`config.mk`:
```
export PLATFORM = sky130hd
export DESIGN_NAME = core_top
export DESIGN_NICKNAME = d
export VERILOG_FILES = /design/src/hw/core_pkg.sv /design/src/hw/register_file.sv /design/src/hw/decode.sv /design/src/hw/execute.sv /design/src/hw/writeback.sv /design/src/hw/core_top.sv
export SDC_FILE = /design/constraint.sdc
export NUM_CORES = 2
export LEC_CHECK = 0
export BUFFER_PORTS_ARGS = -buffer_cell sky130_fd_sc_hd__buf_2
export CAP_MARGIN = 20
export CORE_MARGIN = 8
export CORE_UTILIZATION = 55
export DETAILED_ROUTE_END_ITERATION = 12
export PLACE_DENSITY_LB_ADDON = 0.05
export SYNTH_ARGS = -nofsm -noshare
export SYNTH_HDL_FRONTEND = slang
export SYNTH_SLANG_ARGS = --single-unit
```
`constraint.sdc`:
```
create_clock -name clk -period 15.57 [get_ports clk]
set_input_delay 4.671 -clock clk [delete_from_list [all_inputs] [get_ports clk]]
set_output_delay 4.671 -clock clk [all_outputs]
set_load 0.01 [all_outputs]
```
`src/hw/core_pkg.sv`:
```
/*
  Shared definitions for the RV32I core
  - data, address and register index widths
  - major opcode enum and funct3 constants
  - operand select, ALU op and immediate format enums
  - gen_imm immediate builder
*/
`default_nettype none

package core_pkg;

  localparam int XLEN = 32;

  typedef logic [XLEN-1:0] pc_t;
  typedef logic [31:0]     instr_raw_t;
  typedef logic [XLEN-1:0] rdata_t;
  typedef logic [4:0]      raddr_t;
  typedef logic [XLEN-1:0] imm_t;
  typedef logic [2:0]      funct3_t;

  // RV32I major opcodes
  typedef enum logic [6:0] {
    RV_LOAD     = 7'b0000011,
    RV_MISC_MEM = 7'b0001111,
    RV_OP_IMM   = 7'b0010011,
    RV_AUIPC    = 7'b0010111,
    RV_STORE    = 7'b0100011,
    RV_OP       = 7'b0110011,
    RV_LUI      = 7'b0110111,
    RV_BRANCH   = 7'b1100011,
    RV_JALR     = 7'b1100111,
    RV_JAL      = 7'b1101111,
    RV_SYSTEM   = 7'b1110011
  } opcode_t;

  // ALU funct3 encodings
  localparam funct3_t F3_ADD_SUB = 3'b000;
  localparam funct3_t F3_SLL     = 3'b001;
  localparam funct3_t F3_SLT     = 3'b010;
  localparam funct3_t F3_SLTU    = 3'b011;
  localparam funct3_t F3_XOR     = 3'b100;
  localparam funct3_t F3_SRL_SRA = 3'b101;
  localparam funct3_t F3_OR      = 3'b110;
  localparam funct3_t F3_AND     = 3'b111;

  // Branch funct3 encodings
  localparam funct3_t F3_BEQ  = 3'b000;
  localparam funct3_t F3_BNE  = 3'b001;
  localparam funct3_t F3_BLT  = 3'b100;
  localparam funct3_t F3_BGE  = 3'b101;
  localparam funct3_t F3_BLTU = 3'b110;
  localparam funct3_t F3_BGEU = 3'b111;

  // Where an ALU operand comes from
  typedef enum logic [1:0] {
    REG_RF,
    IMM,
    PC,
    ZERO
  } op_sel_t;

  typedef enum logic [3:0] {
    ALU_ADD,
    ALU_SUB,
    ALU_SLL,
    ALU_SLT,
    ALU_SLTU,
    ALU_XOR,
    ALU_SRL,
    ALU_SRA,
    ALU_OR,
    ALU_AND
  } alu_op_t;

  typedef enum logic [2:0] {
    I_IMM,
    S_IMM,
    B_IMM,
    U_IMM,
    J_IMM
  } imm_fmt_t;

  // Sign-extended immediate of the given format
  function automatic imm_t gen_imm(instr_raw_t instr, imm_fmt_t fmt);
    imm_t imm;
    case (fmt)
      I_IMM:   imm = {{20{instr[31]}}, instr[31:20]};
      S_IMM:   imm = {{20{instr[31]}}, instr[31:25], instr[11:7]};
      B_IMM:   imm = {{19{instr[31]}}, instr[31], instr[7], instr[30:25],
                      instr[11:8], 1'b0};
      U_IMM:   imm = {instr[31:12], 12'b0};
      J_IMM:   imm = {{11{instr[31]}}, instr[31], instr[19:12], instr[20],
                      instr[30:21], 1'b0};
      default: imm = '0;
    endcase
    return imm;
  endfunction

endpackage

`default_nettype wire

```
`src/hw/register_file.sv`:
```
/*
  32 x 32-bit integer register file
  Two combinational read ports, one synchronous write port
  x0 reads as zero, writes pass through to the read ports
*/
`timescale 1ns/1ps
`default_nettype none

module register_file (
  input  logic             clk,
  input  logic             rst_i,
  input  core_pkg::raddr_t rs1_addr_i,
  input  core_pkg::raddr_t rs2_addr_i,
  input  core_pkg::raddr_t rd_addr_i,
  input  core_pkg::rdata_t rd_data_i,
  input  logic             we_i,
  output core_pkg::rdata_t rs1_data_o,
  output core_pkg::rdata_t rs2_data_o
);
  import core_pkg::*;

  rdata_t regs_q [32];

  always_ff @(posedge clk) begin
    if (rst_i) begin
      for (int i = 0; i < 32; i++) begin
        regs_q[i] <= '0;
      end
    end else if (we_i && (rd_addr_i != '0)) begin
      regs_q[rd_addr_i] <= rd_data_i;
    end
  end

  // Same-cycle write bypass, x0 always zero
  assign rs1_data_o = (rs1_addr_i == '0) ? '0 :
                      (we_i && (rd_addr_i == rs1_addr_i)) ? rd_data_i : regs_q[rs1_addr_i];
  assign rs2_data_o = (rs2_addr_i == '0) ? '0 :
                      (we_i && (rd_addr_i == rs2_addr_i)) ? rd_data_i : regs_q[rs2_addr_i];

endmodule

`default_nettype wire

```
`src/hw/decode.sv`:
```
/*
  Decode stage
  - running PC and redirect handling
  - instruction decode into operand selects, ALU op and immediate
  - RAW interlock against execute and writeback
  - ID/EX pipeline register and the register file
*/
`timescale 1ns/1ps
`default_nettype none

module decode #(
  parameter core_pkg::pc_t RESET_PC = '0
) (
  input  logic                 clk,
  input  logic                 rst_i,
  // Fetch port
  input  logic                 fetch_valid_i,
  output logic                 fetch_ready_o,
  input  core_pkg::instr_raw_t fetch_instr_i,
  // To execute
  output logic                 id_valid_o,
  input  logic                 id_ready_i,
  output core_pkg::pc_t        id_pc_o,
  output core_pkg::rdata_t     id_rs1_data_o,
  output core_pkg::rdata_t     id_rs2_data_o,
  output core_pkg::op_sel_t    id_rs1_op_o,
  output core_pkg::op_sel_t    id_rs2_op_o,
  output core_pkg::alu_op_t    id_alu_op_o,
  output core_pkg::imm_t       id_imm_o,
  output core_pkg::raddr_t     id_rd_o,
  output logic                 id_we_o,
  output logic                 id_branch_o,
  output logic                 id_jump_o,
  output logic                 id_jalr_o,
  output core_pkg::funct3_t    id_f3_o,
  output logic                 id_trap_o,
  // Redirect from execute
  input  logic                 redirect_i,
  input  core_pkg::pc_t        redirect_pc_i,
  // Pending destinations
  input  logic                 ex_pend_valid_i,
  input  core_pkg::raddr_t     ex_pend_rd_i,
  input  logic                 ex_pend_we_i,
  input  logic                 wb_pend_valid_i,
  input  core_pkg::raddr_t     wb_pend_rd_i,
  input  logic                 wb_pend_we_i,
  // Register file write port
  input  logic                 wb_we_i,
  input  core_pkg::raddr_t     wb_rd_i,
  input  core_pkg::rdata_t     wb_data_i
);
  import core_pkg::*;

  pc_t      pc_q;
  funct3_t  f3;
  raddr_t   rs1_addr;
  raddr_t   rs2_addr;
  op_sel_t  dec_rs1_op;
  op_sel_t  dec_rs2_op;
  alu_op_t  dec_alu_op;
  imm_t     dec_imm;
  logic     dec_we;
  logic     dec_branch;
  logic     dec_jump;
  logic     dec_jalr;
  logic     dec_trap;
  rdata_t   rf_rs1_data;
  rdata_t   rf_rs2_data;
  logic     rs1_hit;
  logic     rs2_hit;
  logic     fetch_fire;

  assign f3       = funct3_t'(fetch_instr_i[14:12]);
  assign rs1_addr = raddr_t'(fetch_instr_i[19:15]);
  assign rs2_addr = raddr_t'(fetch_instr_i[24:20]);

  // funct3 to ALU op, bit 30 picks SUB (OP only) and SRA
  function automatic alu_op_t alu_from_f3(funct3_t fn, logic b30, logic is_op);
    alu_op_t op;
    case (fn)
      F3_ADD_SUB: op = (b30 && is_op) ? ALU_SUB : ALU_ADD;
      F3_SLL:     op = ALU_SLL;
      F3_SLT:     op = ALU_SLT;
      F3_SLTU:    op = ALU_SLTU;
      F3_XOR:     op = ALU_XOR;
      F3_SRL_SRA: op = b30 ? ALU_SRA : ALU_SRL;
      F3_OR:      op = ALU_OR;
      F3_AND:     op = ALU_AND;
      default:    op = ALU_ADD;
    endcase
    return op;
  endfunction

  always_comb begin
    dec_rs1_op = ZERO;
    dec_rs2_op = ZERO;
    dec_alu_op = ALU_ADD;
    dec_imm    = '0;
    dec_we     = 1'b0;
    dec_branch = 1'b0;
    dec_jump   = 1'b0;
    dec_jalr   = 1'b0;
    dec_trap   = 1'b0;
    case (opcode_t'(fetch_instr_i[6:0]))
      RV_OP_IMM: begin
        dec_rs1_op = REG_RF;
        dec_rs2_op = IMM;
        dec_alu_op = alu_from_f3(f3, fetch_instr_i[30], 1'b0);
        dec_imm    = gen_imm(fetch_instr_i, I_IMM);
        dec_we     = 1'b1;
      end
      RV_OP: begin
        dec_rs1_op = REG_RF;
        dec_rs2_op = REG_RF;
        dec_alu_op = alu_from_f3(f3, fetch_instr_i[30], 1'b1);
        dec_we     = 1'b1;
      end
      RV_LUI: begin
        dec_rs2_op = IMM;
        dec_imm    = gen_imm(fetch_instr_i, U_IMM);
        dec_we     = 1'b1;
      end
      RV_AUIPC: begin
        dec_rs1_op = PC;
        dec_rs2_op = IMM;
        dec_imm    = gen_imm(fetch_instr_i, U_IMM);
        dec_we     = 1'b1;
      end
      RV_JAL: begin
        dec_rs1_op = PC;
        dec_rs2_op = IMM;
        dec_imm    = gen_imm(fetch_instr_i, J_IMM);
        dec_we     = 1'b1;
        dec_jump   = 1'b1;
      end
      RV_JALR: begin
        dec_rs1_op = REG_RF;
        dec_rs2_op = IMM;
        dec_imm    = gen_imm(fetch_instr_i, I_IMM);
        dec_we     = 1'b1;
        dec_jump   = 1'b1;
        dec_jalr   = 1'b1;
      end
      RV_BRANCH: begin
        dec_rs1_op = REG_RF;
        dec_rs2_op = REG_RF;
        dec_imm    = gen_imm(fetch_instr_i, B_IMM);
        dec_branch = 1'b1;
      end
      // Fence and system retire as no-ops
      RV_MISC_MEM, RV_SYSTEM: begin
      end
      // No data memory, loads and stores trap like unknown opcodes
      default: begin
        dec_trap = 1'b1;
      end
    endcase
  end

  // Interlock on sources still owned by execute or writeback
  assign rs1_hit = (dec_rs1_op == REG_RF) && (rs1_addr != '0) &&
                   ((ex_pend_valid_i && ex_pend_we_i && (ex_pend_rd_i == rs1_addr)) ||
                    (wb_pend_valid_i && wb_pend_we_i && (wb_pend_rd_i == rs1_addr)));
  assign rs2_hit = (dec_rs2_op == REG_RF) && (rs2_addr != '0) &&
                   ((ex_pend_valid_i && ex_pend_we_i && (ex_pend_rd_i == rs2_addr)) ||
                    (wb_pend_valid_i && wb_pend_we_i && (wb_pend_rd_i == rs2_addr)));

  assign fetch_ready_o = (!id_valid_o || id_ready_i) && !rs1_hit && !rs2_hit;
  assign fetch_fire    = fetch_valid_i && fetch_ready_o;

  // A word taken during a redirect is on the wrong path
  always_ff @(posedge clk) begin
    if (rst_i) begin
      id_valid_o <= 1'b0;
      pc_q       <= RESET_PC;
    end else if (redirect_i) begin
      id_valid_o <= 1'b0;
      pc_q       <= redirect_pc_i;
    end else if (fetch_fire) begin
      id_valid_o <= 1'b1;
      pc_q       <= pc_q + pc_t'(4);
    end else if (id_ready_i) begin
      id_valid_o <= 1'b0;
    end
  end

  always_ff @(posedge clk) begin
    if (fetch_fire) begin
      id_pc_o       <= pc_q;
      id_rs1_data_o <= rf_rs1_data;
      id_rs2_data_o <= rf_rs2_data;
      id_rs1_op_o   <= dec_rs1_op;
      id_rs2_op_o   <= dec_rs2_op;
      id_alu_op_o   <= dec_alu_op;
      id_imm_o      <= dec_imm;
      id_rd_o       <= raddr_t'(fetch_instr_i[11:7]);
      id_we_o       <= dec_we;
      id_branch_o   <= dec_branch;
      id_jump_o     <= dec_jump;
      id_jalr_o     <= dec_jalr;
      id_f3_o       <= f3;
      id_trap_o     <= dec_trap;
    end
  end

  register_file u_register_file (
    .clk        (clk),
    .rst_i      (rst_i),
    .rs1_addr_i (rs1_addr),
    .rs2_addr_i (rs2_addr),
    .rd_addr_i  (wb_rd_i),
    .rd_data_i  (wb_data_i),
    .we_i       (wb_we_i),
    .rs1_data_o (rf_rs1_data),
    .rs2_data_o (rf_rs2_data)
  );

endmodule

`default_nettype wire

```
`src/hw/execute.sv`:
```
/*
  Execute stage
  - operand selection and ALU
  - branch compare, jump target and redirect
  - link value for JAL and JALR
  - EX/WB pipeline register
*/
`timescale 1ns/1ps
`default_nettype none

module execute (
  input  logic              clk,
  input  logic              rst_i,
  // From decode
  input  logic              id_valid_i,
  output logic              id_ready_o,
  input  core_pkg::pc_t     id_pc_i,
  input  core_pkg::rdata_t  id_rs1_data_i,
  input  core_pkg::rdata_t  id_rs2_data_i,
  input  core_pkg::op_sel_t id_rs1_op_i,
  input  core_pkg::op_sel_t id_rs2_op_i,
  input  core_pkg::alu_op_t id_alu_op_i,
  input  core_pkg::imm_t    id_imm_i,
  input  core_pkg::raddr_t  id_rd_i,
  input  logic              id_we_i,
  input  logic              id_branch_i,
  input  logic              id_jump_i,
  input  logic              id_jalr_i,
  input  core_pkg::funct3_t id_f3_i,
  input  logic              id_trap_i,
  // To writeback
  output logic              ex_valid_o,
  input  logic              ex_ready_i,
  output core_pkg::pc_t     ex_pc_o,
  output core_pkg::raddr_t  ex_rd_o,
  output logic              ex_we_o,
  output core_pkg::rdata_t  ex_result_o,
  output logic              ex_trap_o,
  // Interlock and redirect
  output logic              pend_valid_o,
  output core_pkg::raddr_t  pend_rd_o,
  output logic              pend_we_o,
  output logic              redirect_o,
  output core_pkg::pc_t     redirect_pc_o
);
  import core_pkg::*;

  rdata_t op_a;
  rdata_t op_b;
  rdata_t alu_res;
  rdata_t jalr_sum;
  logic   br_cond;
  logic   take;

  function automatic rdata_t sel_operand(op_sel_t sel, rdata_t rf, imm_t imm, pc_t pc);
    rdata_t val;
    case (sel)
      REG_RF:  val = rf;
      IMM:     val = imm;
      PC:      val = pc;
      default: val = '0;
    endcase
    return val;
  endfunction

  assign op_a = sel_operand(id_rs1_op_i, id_rs1_data_i, id_imm_i, id_pc_i);
  assign op_b = sel_operand(id_rs2_op_i, id_rs2_data_i, id_imm_i, id_pc_i);

  always_comb begin
    case (id_alu_op_i)
      ALU_ADD:  alu_res = op_a + op_b;
      ALU_SUB:  alu_res = op_a - op_b;
      ALU_SLL:  alu_res = op_a << op_b[4:0];
      ALU_SLT:  alu_res = rdata_t'($signed(op_a) < $signed(op_b));
      ALU_SLTU: alu_res = rdata_t'(op_a < op_b);
      ALU_XOR:  alu_res = op_a ^ op_b;
      ALU_SRL:  alu_res = op_a >> op_b[4:0];
      ALU_SRA:  alu_res = rdata_t'($signed(op_a) >>> op_b[4:0]);
      ALU_OR:   alu_res = op_a | op_b;
      ALU_AND:  alu_res = op_a & op_b;
      default:  alu_res = op_a + op_b;
    endcase
  end

  // Branch condition straight from the register operands
  always_comb begin
    case (id_f3_i)
      F3_BEQ:  br_cond = (id_rs1_data_i == id_rs2_data_i);
      F3_BNE:  br_cond = (id_rs1_data_i != id_rs2_data_i);
      F3_BLT:  br_cond = ($signed(id_rs1_data_i) < $signed(id_rs2_data_i));
      F3_BGE:  br_cond = ($signed(id_rs1_data_i) >= $signed(id_rs2_data_i));
      F3_BLTU: br_cond = (id_rs1_data_i < id_rs2_data_i);
      F3_BGEU: br_cond = (id_rs1_data_i >= id_rs2_data_i);
      default: br_cond = 1'b0;
    endcase
  end

  assign jalr_sum      = id_rs1_data_i + id_imm_i;
  assign redirect_pc_o = id_jalr_i ? {jalr_sum[31:1], 1'b0} : id_pc_i + id_imm_i;

  assign id_ready_o = !ex_valid_o || ex_ready_i;
  assign take       = id_valid_i && id_ready_o;
  // Pulse only as the branch or jump moves on
  assign redirect_o = take && (id_jump_i || (id_branch_i && br_cond));

  assign pend_valid_o = id_valid_i;
  assign pend_rd_o    = id_rd_i;
  assign pend_we_o    = id_we_i;

  always_ff @(posedge clk) begin
    if (rst_i) begin
      ex_valid_o <= 1'b0;
    end else if (take) begin
      ex_valid_o <= 1'b1;
    end else if (ex_ready_i) begin
      ex_valid_o <= 1'b0;
    end
  end

  always_ff @(posedge clk) begin
    if (take) begin
      ex_pc_o     <= id_pc_i;
      ex_rd_o     <= id_rd_i;
      ex_we_o     <= id_we_i;
      ex_result_o <= id_jump_i ? rdata_t'(id_pc_i + pc_t'(4)) : alu_res;
      ex_trap_o   <= id_trap_i;
    end
  end

endmodule

`default_nettype wire

```
`src/hw/writeback.sv`:
```
/*
  Writeback stage
  Register file write as a record enters, retire record register
*/
`timescale 1ns/1ps
`default_nettype none

module writeback (
  input  logic             clk,
  input  logic             rst_i,
  input  logic             ex_valid_i,
  output logic             ex_ready_o,
  input  core_pkg::pc_t    ex_pc_i,
  input  core_pkg::raddr_t ex_rd_i,
  input  logic             ex_we_i,
  input  core_pkg::rdata_t ex_result_i,
  input  logic             ex_trap_i,
  output logic             wb_we_o,
  output core_pkg::raddr_t wb_rd_o,
  output core_pkg::rdata_t wb_data_o,
  output logic             pend_valid_o,
  output core_pkg::raddr_t pend_rd_o,
  output logic             pend_we_o,
  output logic             retire_valid_o,
  input  logic             retire_ready_i,
  output core_pkg::pc_t    retire_pc_o,
  output core_pkg::raddr_t retire_rd_o,
  output logic             retire_we_o,
  output core_pkg::rdata_t retire_data_o,
  output logic             retire_trap_o
);
  import core_pkg::*;

  logic take;

  assign ex_ready_o = !retire_valid_o || retire_ready_i;
  assign take       = ex_valid_i && ex_ready_o;

  // One write per record, never to x0 or on a trap
  assign wb_we_o   = take && ex_we_i && !ex_trap_i && (ex_rd_i != raddr_t'(0));
  assign wb_rd_o   = ex_rd_i;
  assign wb_data_o = ex_result_i;

  // Record held back by retire stall has not written yet
  assign pend_valid_o = ex_valid_i && !ex_ready_o;
  assign pend_rd_o    = ex_rd_i;
  assign pend_we_o    = ex_we_i;

  always_ff @(posedge clk) begin
    if (rst_i) begin
      retire_valid_o <= 1'b0;
    end else if (take) begin
      retire_valid_o <= 1'b1;
    end else if (retire_ready_i) begin
      retire_valid_o <= 1'b0;
    end
  end

  always_ff @(posedge clk) begin
    if (take) begin
      retire_pc_o   <= ex_pc_i;
      retire_rd_o   <= ex_rd_i;
      retire_we_o   <= wb_we_o;
      retire_data_o <= ex_result_i;
      retire_trap_o <= ex_trap_i;
    end
  end

endmodule

`default_nettype wire

```
`src/hw/core_top.sv`:
```
/*
  RV32I core top level
  Decode, execute and writeback stages with their links
*/
`timescale 1ns/1ps
`default_nettype none

module core_top #(
  parameter core_pkg::pc_t RESET_PC = '0
) (
  input  logic                 clk,
  input  logic                 rst_i,
  input  logic                 fetch_valid_i,
  output logic                 fetch_ready_o,
  input  core_pkg::instr_raw_t fetch_instr_i,
  output logic                 retire_valid_o,
  input  logic                 retire_ready_i,
  output core_pkg::pc_t        retire_pc_o,
  output core_pkg::raddr_t     retire_rd_o,
  output logic                 retire_we_o,
  output core_pkg::rdata_t     retire_data_o,
  output logic                 retire_trap_o,
  output logic                 redirect_o,
  output core_pkg::pc_t        redirect_pc_o
);
  import core_pkg::*;

  // Decode to execute
  logic     id_valid;
  logic     id_ready;
  pc_t      id_pc;
  rdata_t   id_rs1_data;
  rdata_t   id_rs2_data;
  op_sel_t  id_rs1_op;
  op_sel_t  id_rs2_op;
  alu_op_t  id_alu_op;
  imm_t     id_imm;
  raddr_t   id_rd;
  logic     id_we;
  logic     id_branch;
  logic     id_jump;
  logic     id_jalr;
  funct3_t  id_f3;
  logic     id_trap;

  // Execute to writeback
  logic     ex_valid;
  logic     ex_ready;
  pc_t      ex_pc;
  raddr_t   ex_rd;
  logic     ex_we;
  rdata_t   ex_result;
  logic     ex_trap;

  // Side paths
  logic     ex_pend_valid;
  raddr_t   ex_pend_rd;
  logic     ex_pend_we;
  logic     wb_pend_valid;
  raddr_t   wb_pend_rd;
  logic     wb_pend_we;
  logic     wb_we;
  raddr_t   wb_rd;
  rdata_t   wb_data;

  decode #(
    .RESET_PC (RESET_PC)
  ) u_decode (
    .clk             (clk),
    .rst_i           (rst_i),
    .fetch_valid_i   (fetch_valid_i),
    .fetch_ready_o   (fetch_ready_o),
    .fetch_instr_i   (fetch_instr_i),
    .id_valid_o      (id_valid),
    .id_ready_i      (id_ready),
    .id_pc_o         (id_pc),
    .id_rs1_data_o   (id_rs1_data),
    .id_rs2_data_o   (id_rs2_data),
    .id_rs1_op_o     (id_rs1_op),
    .id_rs2_op_o     (id_rs2_op),
    .id_alu_op_o     (id_alu_op),
    .id_imm_o        (id_imm),
    .id_rd_o         (id_rd),
    .id_we_o         (id_we),
    .id_branch_o     (id_branch),
    .id_jump_o       (id_jump),
    .id_jalr_o       (id_jalr),
    .id_f3_o         (id_f3),
    .id_trap_o       (id_trap),
    .redirect_i      (redirect_o),
    .redirect_pc_i   (redirect_pc_o),
    .ex_pend_valid_i (ex_pend_valid),
    .ex_pend_rd_i    (ex_pend_rd),
    .ex_pend_we_i    (ex_pend_we),
    .wb_pend_valid_i (wb_pend_valid),
    .wb_pend_rd_i    (wb_pend_rd),
    .wb_pend_we_i    (wb_pend_we),
    .wb_we_i         (wb_we),
    .wb_rd_i         (wb_rd),
    .wb_data_i       (wb_data)
  );

  execute u_execute (
    .clk           (clk),
    .rst_i         (rst_i),
    .id_valid_i    (id_valid),
    .id_ready_o    (id_ready),
    .id_pc_i       (id_pc),
    .id_rs1_data_i (id_rs1_data),
    .id_rs2_data_i (id_rs2_data),
    .id_rs1_op_i   (id_rs1_op),
    .id_rs2_op_i   (id_rs2_op),
    .id_alu_op_i   (id_alu_op),
    .id_imm_i      (id_imm),
    .id_rd_i       (id_rd),
    .id_we_i       (id_we),
    .id_branch_i   (id_branch),
    .id_jump_i     (id_jump),
    .id_jalr_i     (id_jalr),
    .id_f3_i       (id_f3),
    .id_trap_i     (id_trap),
    .ex_valid_o    (ex_valid),
    .ex_ready_i    (ex_ready),
    .ex_pc_o       (ex_pc),
    .ex_rd_o       (ex_rd),
    .ex_we_o       (ex_we),
    .ex_result_o   (ex_result),
    .ex_trap_o     (ex_trap),
    .pend_valid_o  (ex_pend_valid),
    .pend_rd_o     (ex_pend_rd),
    .pend_we_o     (ex_pend_we),
    .redirect_o    (redirect_o),
    .redirect_pc_o (redirect_pc_o)
  );

  writeback u_writeback (
    .clk            (clk),
    .rst_i          (rst_i),
    .ex_valid_i     (ex_valid),
    .ex_ready_o     (ex_ready),
    .ex_pc_i        (ex_pc),
    .ex_rd_i        (ex_rd),
    .ex_we_i        (ex_we),
    .ex_result_i    (ex_result),
    .ex_trap_i      (ex_trap),
    .wb_we_o        (wb_we),
    .wb_rd_o        (wb_rd),
    .wb_data_o      (wb_data),
    .pend_valid_o   (wb_pend_valid),
    .pend_rd_o      (wb_pend_rd),
    .pend_we_o      (wb_pend_we),
    .retire_valid_o (retire_valid_o),
    .retire_ready_i (retire_ready_i),
    .retire_pc_o    (retire_pc_o),
    .retire_rd_o    (retire_rd_o),
    .retire_we_o    (retire_we_o),
    .retire_data_o  (retire_data_o),
    .retire_trap_o  (retire_trap_o)
  );

endmodule

`default_nettype wire

```
==> flow_metrics.py <==
metrics = {
    "global_route": {
        "global_route_congestion_overflow_total": 0,
        "gr-usage-met3_pct": 10.1,
        "grt_util_met1_pct": 47.2,
        "antenna_violations_before_repair": 23,
        "grt_max_degree": 156,
        "global_route_wire_length_before_repair_um": 447000,
        "most_crowded_layer_after_global_routing": "met2",
        "gr-usage-met2_pct": 60.5,
        "grt_use_total_pct": 38.9,
        "number_of_global_route_vias_before_repair": 58900,
    },
    "routing": {
        "ant_nets": 0,
        "drcViolationCount": 0,
        "drt-total-wl_um": 322000,
        "firstDrtPassIters": 6,
        "route.detailed.vias_per_inst": 7.00,
        "detail_route.iter0.violations": 8296,
        "num_vias": 60800,
        "drt-wirelength-per-cell_um": 37.1,
    },
    "job": {
        "max_cap_viol_count": 0,
    },
    "sta": {
        "final_hold_viol_count": 0,
        "slew_viol_final": 0,
        "clock.fmax_mhz": 84.1,
        "final_min_period_over_clock_period_pct": 76.4,
        "rsz0062_at_grt": "false",
        "worst_slew_margin_rel_pct": 23.2,
        "setup_skew_after_layout_ns": 0.0680,
        "tightestPinTransition_ns": 1.15,
        "setup_slack_ns": 3.68,
        "fin_setup_tns_ns": 0,
        "time_the_final_worst_path_needs_with_i_o_delays_and_setup_ns": 11.89,
        "report.final.setup_viol": 0,
    },
    "floorplan": {
        "row_count": 141,
        "i_o_pins": 142,
        "core_um2": 147000,
        "initial_core_util_pct": 55.3,
        "die_h_um": 401,
        "design.die.area_um2": 161000,
        "floorplan.die.width_um": 401,
    },
    "clock_tree": {
        "cts_sinks": 1350,
        "htreeDepth": 4,
        "cts_made_buffers": 148,
        "clk_pin_slew_worst_paths_ns": 0.09,
        "cts_setup_buffers": 0,
        "cts.repair.resized": 0,
        "cts_tree": "yes",
        "ctsRootBufferMaster": "sky130_fd_sc_hd__clkbuf_16",
        "cts-root-to-sink-buffers": 3,
        "clock_latency_ns": 0.80,
        "cts-hold-fix-buffers": 0,
    },
    "logic_synthesis": {
        "post_synth_main_area_contributors": "sky130_fd_sc_hd__edfxtp_1, sky130_fd_sc_hd__mux4_2, sky130_fd_sc_hd__and2_1",
        "synth_largest_area_cell": "sky130_fd_sc_hd__edfxtp_1",
        "ys.warnings.count": 0,
        "synth_edf_count": 1315,
        "ys_async_sr_fraction_pct": 0,
        "synth.ff_latch_count": 1350,
        "avgSynthCellArea_um2": 12.2,
        "netlist_instances": 6649,
        "yosysSeqAreaShare_pct": 49.4,
        "synth.cell_area_um2": 81400,
        "synth_top_cell_area_share_pct": 48.5,
        "post_synth_num_cell_types": 93,
        "synthFlopType": "sky130_fd_sc_hd__edfxtp_1",
    },
    "power_and_ir_drop": {
        "power.total_w": 0.00967,
        "powerDensity_nw_per_um2": 108,
        "p_leak_nw": 33.5,
        "peakVddDrop_uv": 110,
    },
    "placed_design": {
        "gp_congestion": 1.01,
        "port_buffers": 141,
        "dp_worst_setup_slack_ns": 3.78,
        "final_hpwl_from_detailed_placement_um": 197000,
    },
    "worst_setup_path": {
        "max_stage_delay_ns": 0.76,
        "cp_max_fo": 54,
        "arrival_time_at_the_worst_endpoint_ns": 7.22,
        "criticalPathCategory": "input pin to output port",
        "cp_dominant_cell_by_count": "sky130_fd_sc_hd__buf_4",
        "start_kind": "input pin",
        "cp_required_ns": 10.90,
        "worst_path_max_delay_cell": "sky130_fd_sc_hd__buf_4",
        "critical_path.endpoint_type": "output port",
        "critical_path.cell_chain": "buf_6 > buf_4 > nor4_4 > buf_4 > a211oi_1 > nor3_1 > buf_2",
    },
    "finish": {
        "nets": 6849,
        "final_cell_mix": "sky130_fd_sc_hd__edfxtp_1, sky130_fd_sc_hd__and2_1, sky130_fd_sc_hd__mux4_2",
        "mostFrequentLayoutCell": "sky130_fd_sc_hd__edfxtp_1",
        "areaGrowthSynthToFinish_pct": 10.1,
        "drive_gt1_share_pct": 17.7,
    },
    "run_status": {
        "status": "complete, no violations",
    },
    "hold_path": {
        "hp-class": "flip-flop to flip-flop",
    },
}
per-stage QoR:
| step | utilization (%) | hold slack (ns) | cells | area [µm²] |
|---|---|---|---|---|
| 2_1_floorplan | - | 0.400 | 6680 | 81500 |
| 3_3_place_gp | 57.6 | 0.402 | 8390 | 84800 |
| 3_5_place_dp | 57.6 | 0.405 | 8392 | 84800 |
| 4_1_cts | 60.7 | 0.404 | 8655 | 89500 |
| 5_1_grt | 60.8 | 0.420 | 8662 | 89600 |
| 6_report | 60.9 | 0.393 | 8680 | 89700 |
area by class of cell:
class,instances,area [µm²]
timing repair buffer,356,2520
inverter,174,654
fill,11700,57700
sequential,1350,40200
clock buffer,184,3870
multi-input combinational,4587,39200
clock inverter,79,776
antenna,20,50.0
tap,1930,2410
kinds of logic after synthesis:
group | after synthesis | synth area share, %
xor gates and xnor gates | 148 | 1.59
DFF | 1350 | 49.4
other | 1 | 0.00461
muxes | 950 | 18.7
adders and majority gates | 196 | 3.05
and+or+nand+nor | 1949 | 13.1
buffers and inverters | 743 | 3.53
AOI/OAI and AO/OA | 1312 | 10.7
cell usage after synthesis (87+ instances only):
cell,n
sky130_fd_sc_hd__nand2_1,255
sky130_fd_sc_hd__inv_1,168
sky130_fd_sc_hd__o21ai_0,282
sky130_fd_sc_hd__a211oi_1,92
sky130_fd_sc_hd__ha_1,192
sky130_fd_sc_hd__edfxtp_1,1315
sky130_fd_sc_hd__nor2_1,375
sky130_fd_sc_hd__o211ai_1,115
sky130_fd_sc_hd__and2_1,1004
sky130_fd_sc_hd__a21o_1,87
sky130_fd_sc_hd__mux2i_1,426
sky130_fd_sc_hd__a22oi_1,89
sky130_fd_sc_hd__a21oi_1,300
sky130_fd_sc_hd__mux4_2,449
sky130_fd_sc_hd__clkbuf_1,443
report_power, final:
part           internal [W]  switching (W)
clock               0.00186        0.00155
sequential          0.00416       0.000160
combinational      0.000674        0.00126
total               0.00669        0.00297
metal layers:
layer	part of all wire, %	wire [µm]
met5	0.013	41
met4	8.4	26900
met3	11	35700
met2	46	147000
met1	35	113000
worst paths after layout:
check | start | cells past startpoint | slack [ns] | endpoint
setup reg to reg | u_decode.id_rs2_op_o[1]$_DFFE_PP_ | 18 | 8.85 | u_execute.ex_result_o[24]$_DFFE_PP_
hold / removal | u_execute.ex_pc_o[18]$_DFFE_PP_ | 0 | 0.39 | u_writeback.retire_pc_o[18]$_DFFE_PP_
setup / recovery | fetch_instr_i[19] | 7 | 3.68 | fetch_ready_o
hold reg to reg | u_execute.ex_pc_o[18]$_DFFE_PP_ | 0 | 0.39 | u_writeback.retire_pc_o[18]$_DFFE_PP_
critical path: cells and delay by family:
kind	cells	cell delay (ns)
buffers and inverters	4	1.70
AND/OR/NAND/NOR	2	0.23
AO/OA/AOI/OAI	1	0.47
registers in the layout, indices dropped and copies added, names as in the netlist, 3 cells and up:
register                         count
u_decode.u_register_file.regs_q   1024
u_writeback.retire_data_o           32
u_decode.id_f3_o                     3
u_decode.id_alu_op_o                 4
u_decode.id_rd_o                     5
u_decode.id_rs2_data_o              32
u_writeback.retire_pc_o             32
u_execute.ex_rd_o                    5
u_writeback.retire_rd_o              5
u_execute.ex_pc_o                   32
u_decode.id_pc_o                    32
u_decode.id_imm_o                   32
u_decode.pc_q                       32
u_execute.ex_result_o               32
u_decode.id_rs1_data_o              32
No activity file was read; power rests on OpenSTA's default activity.
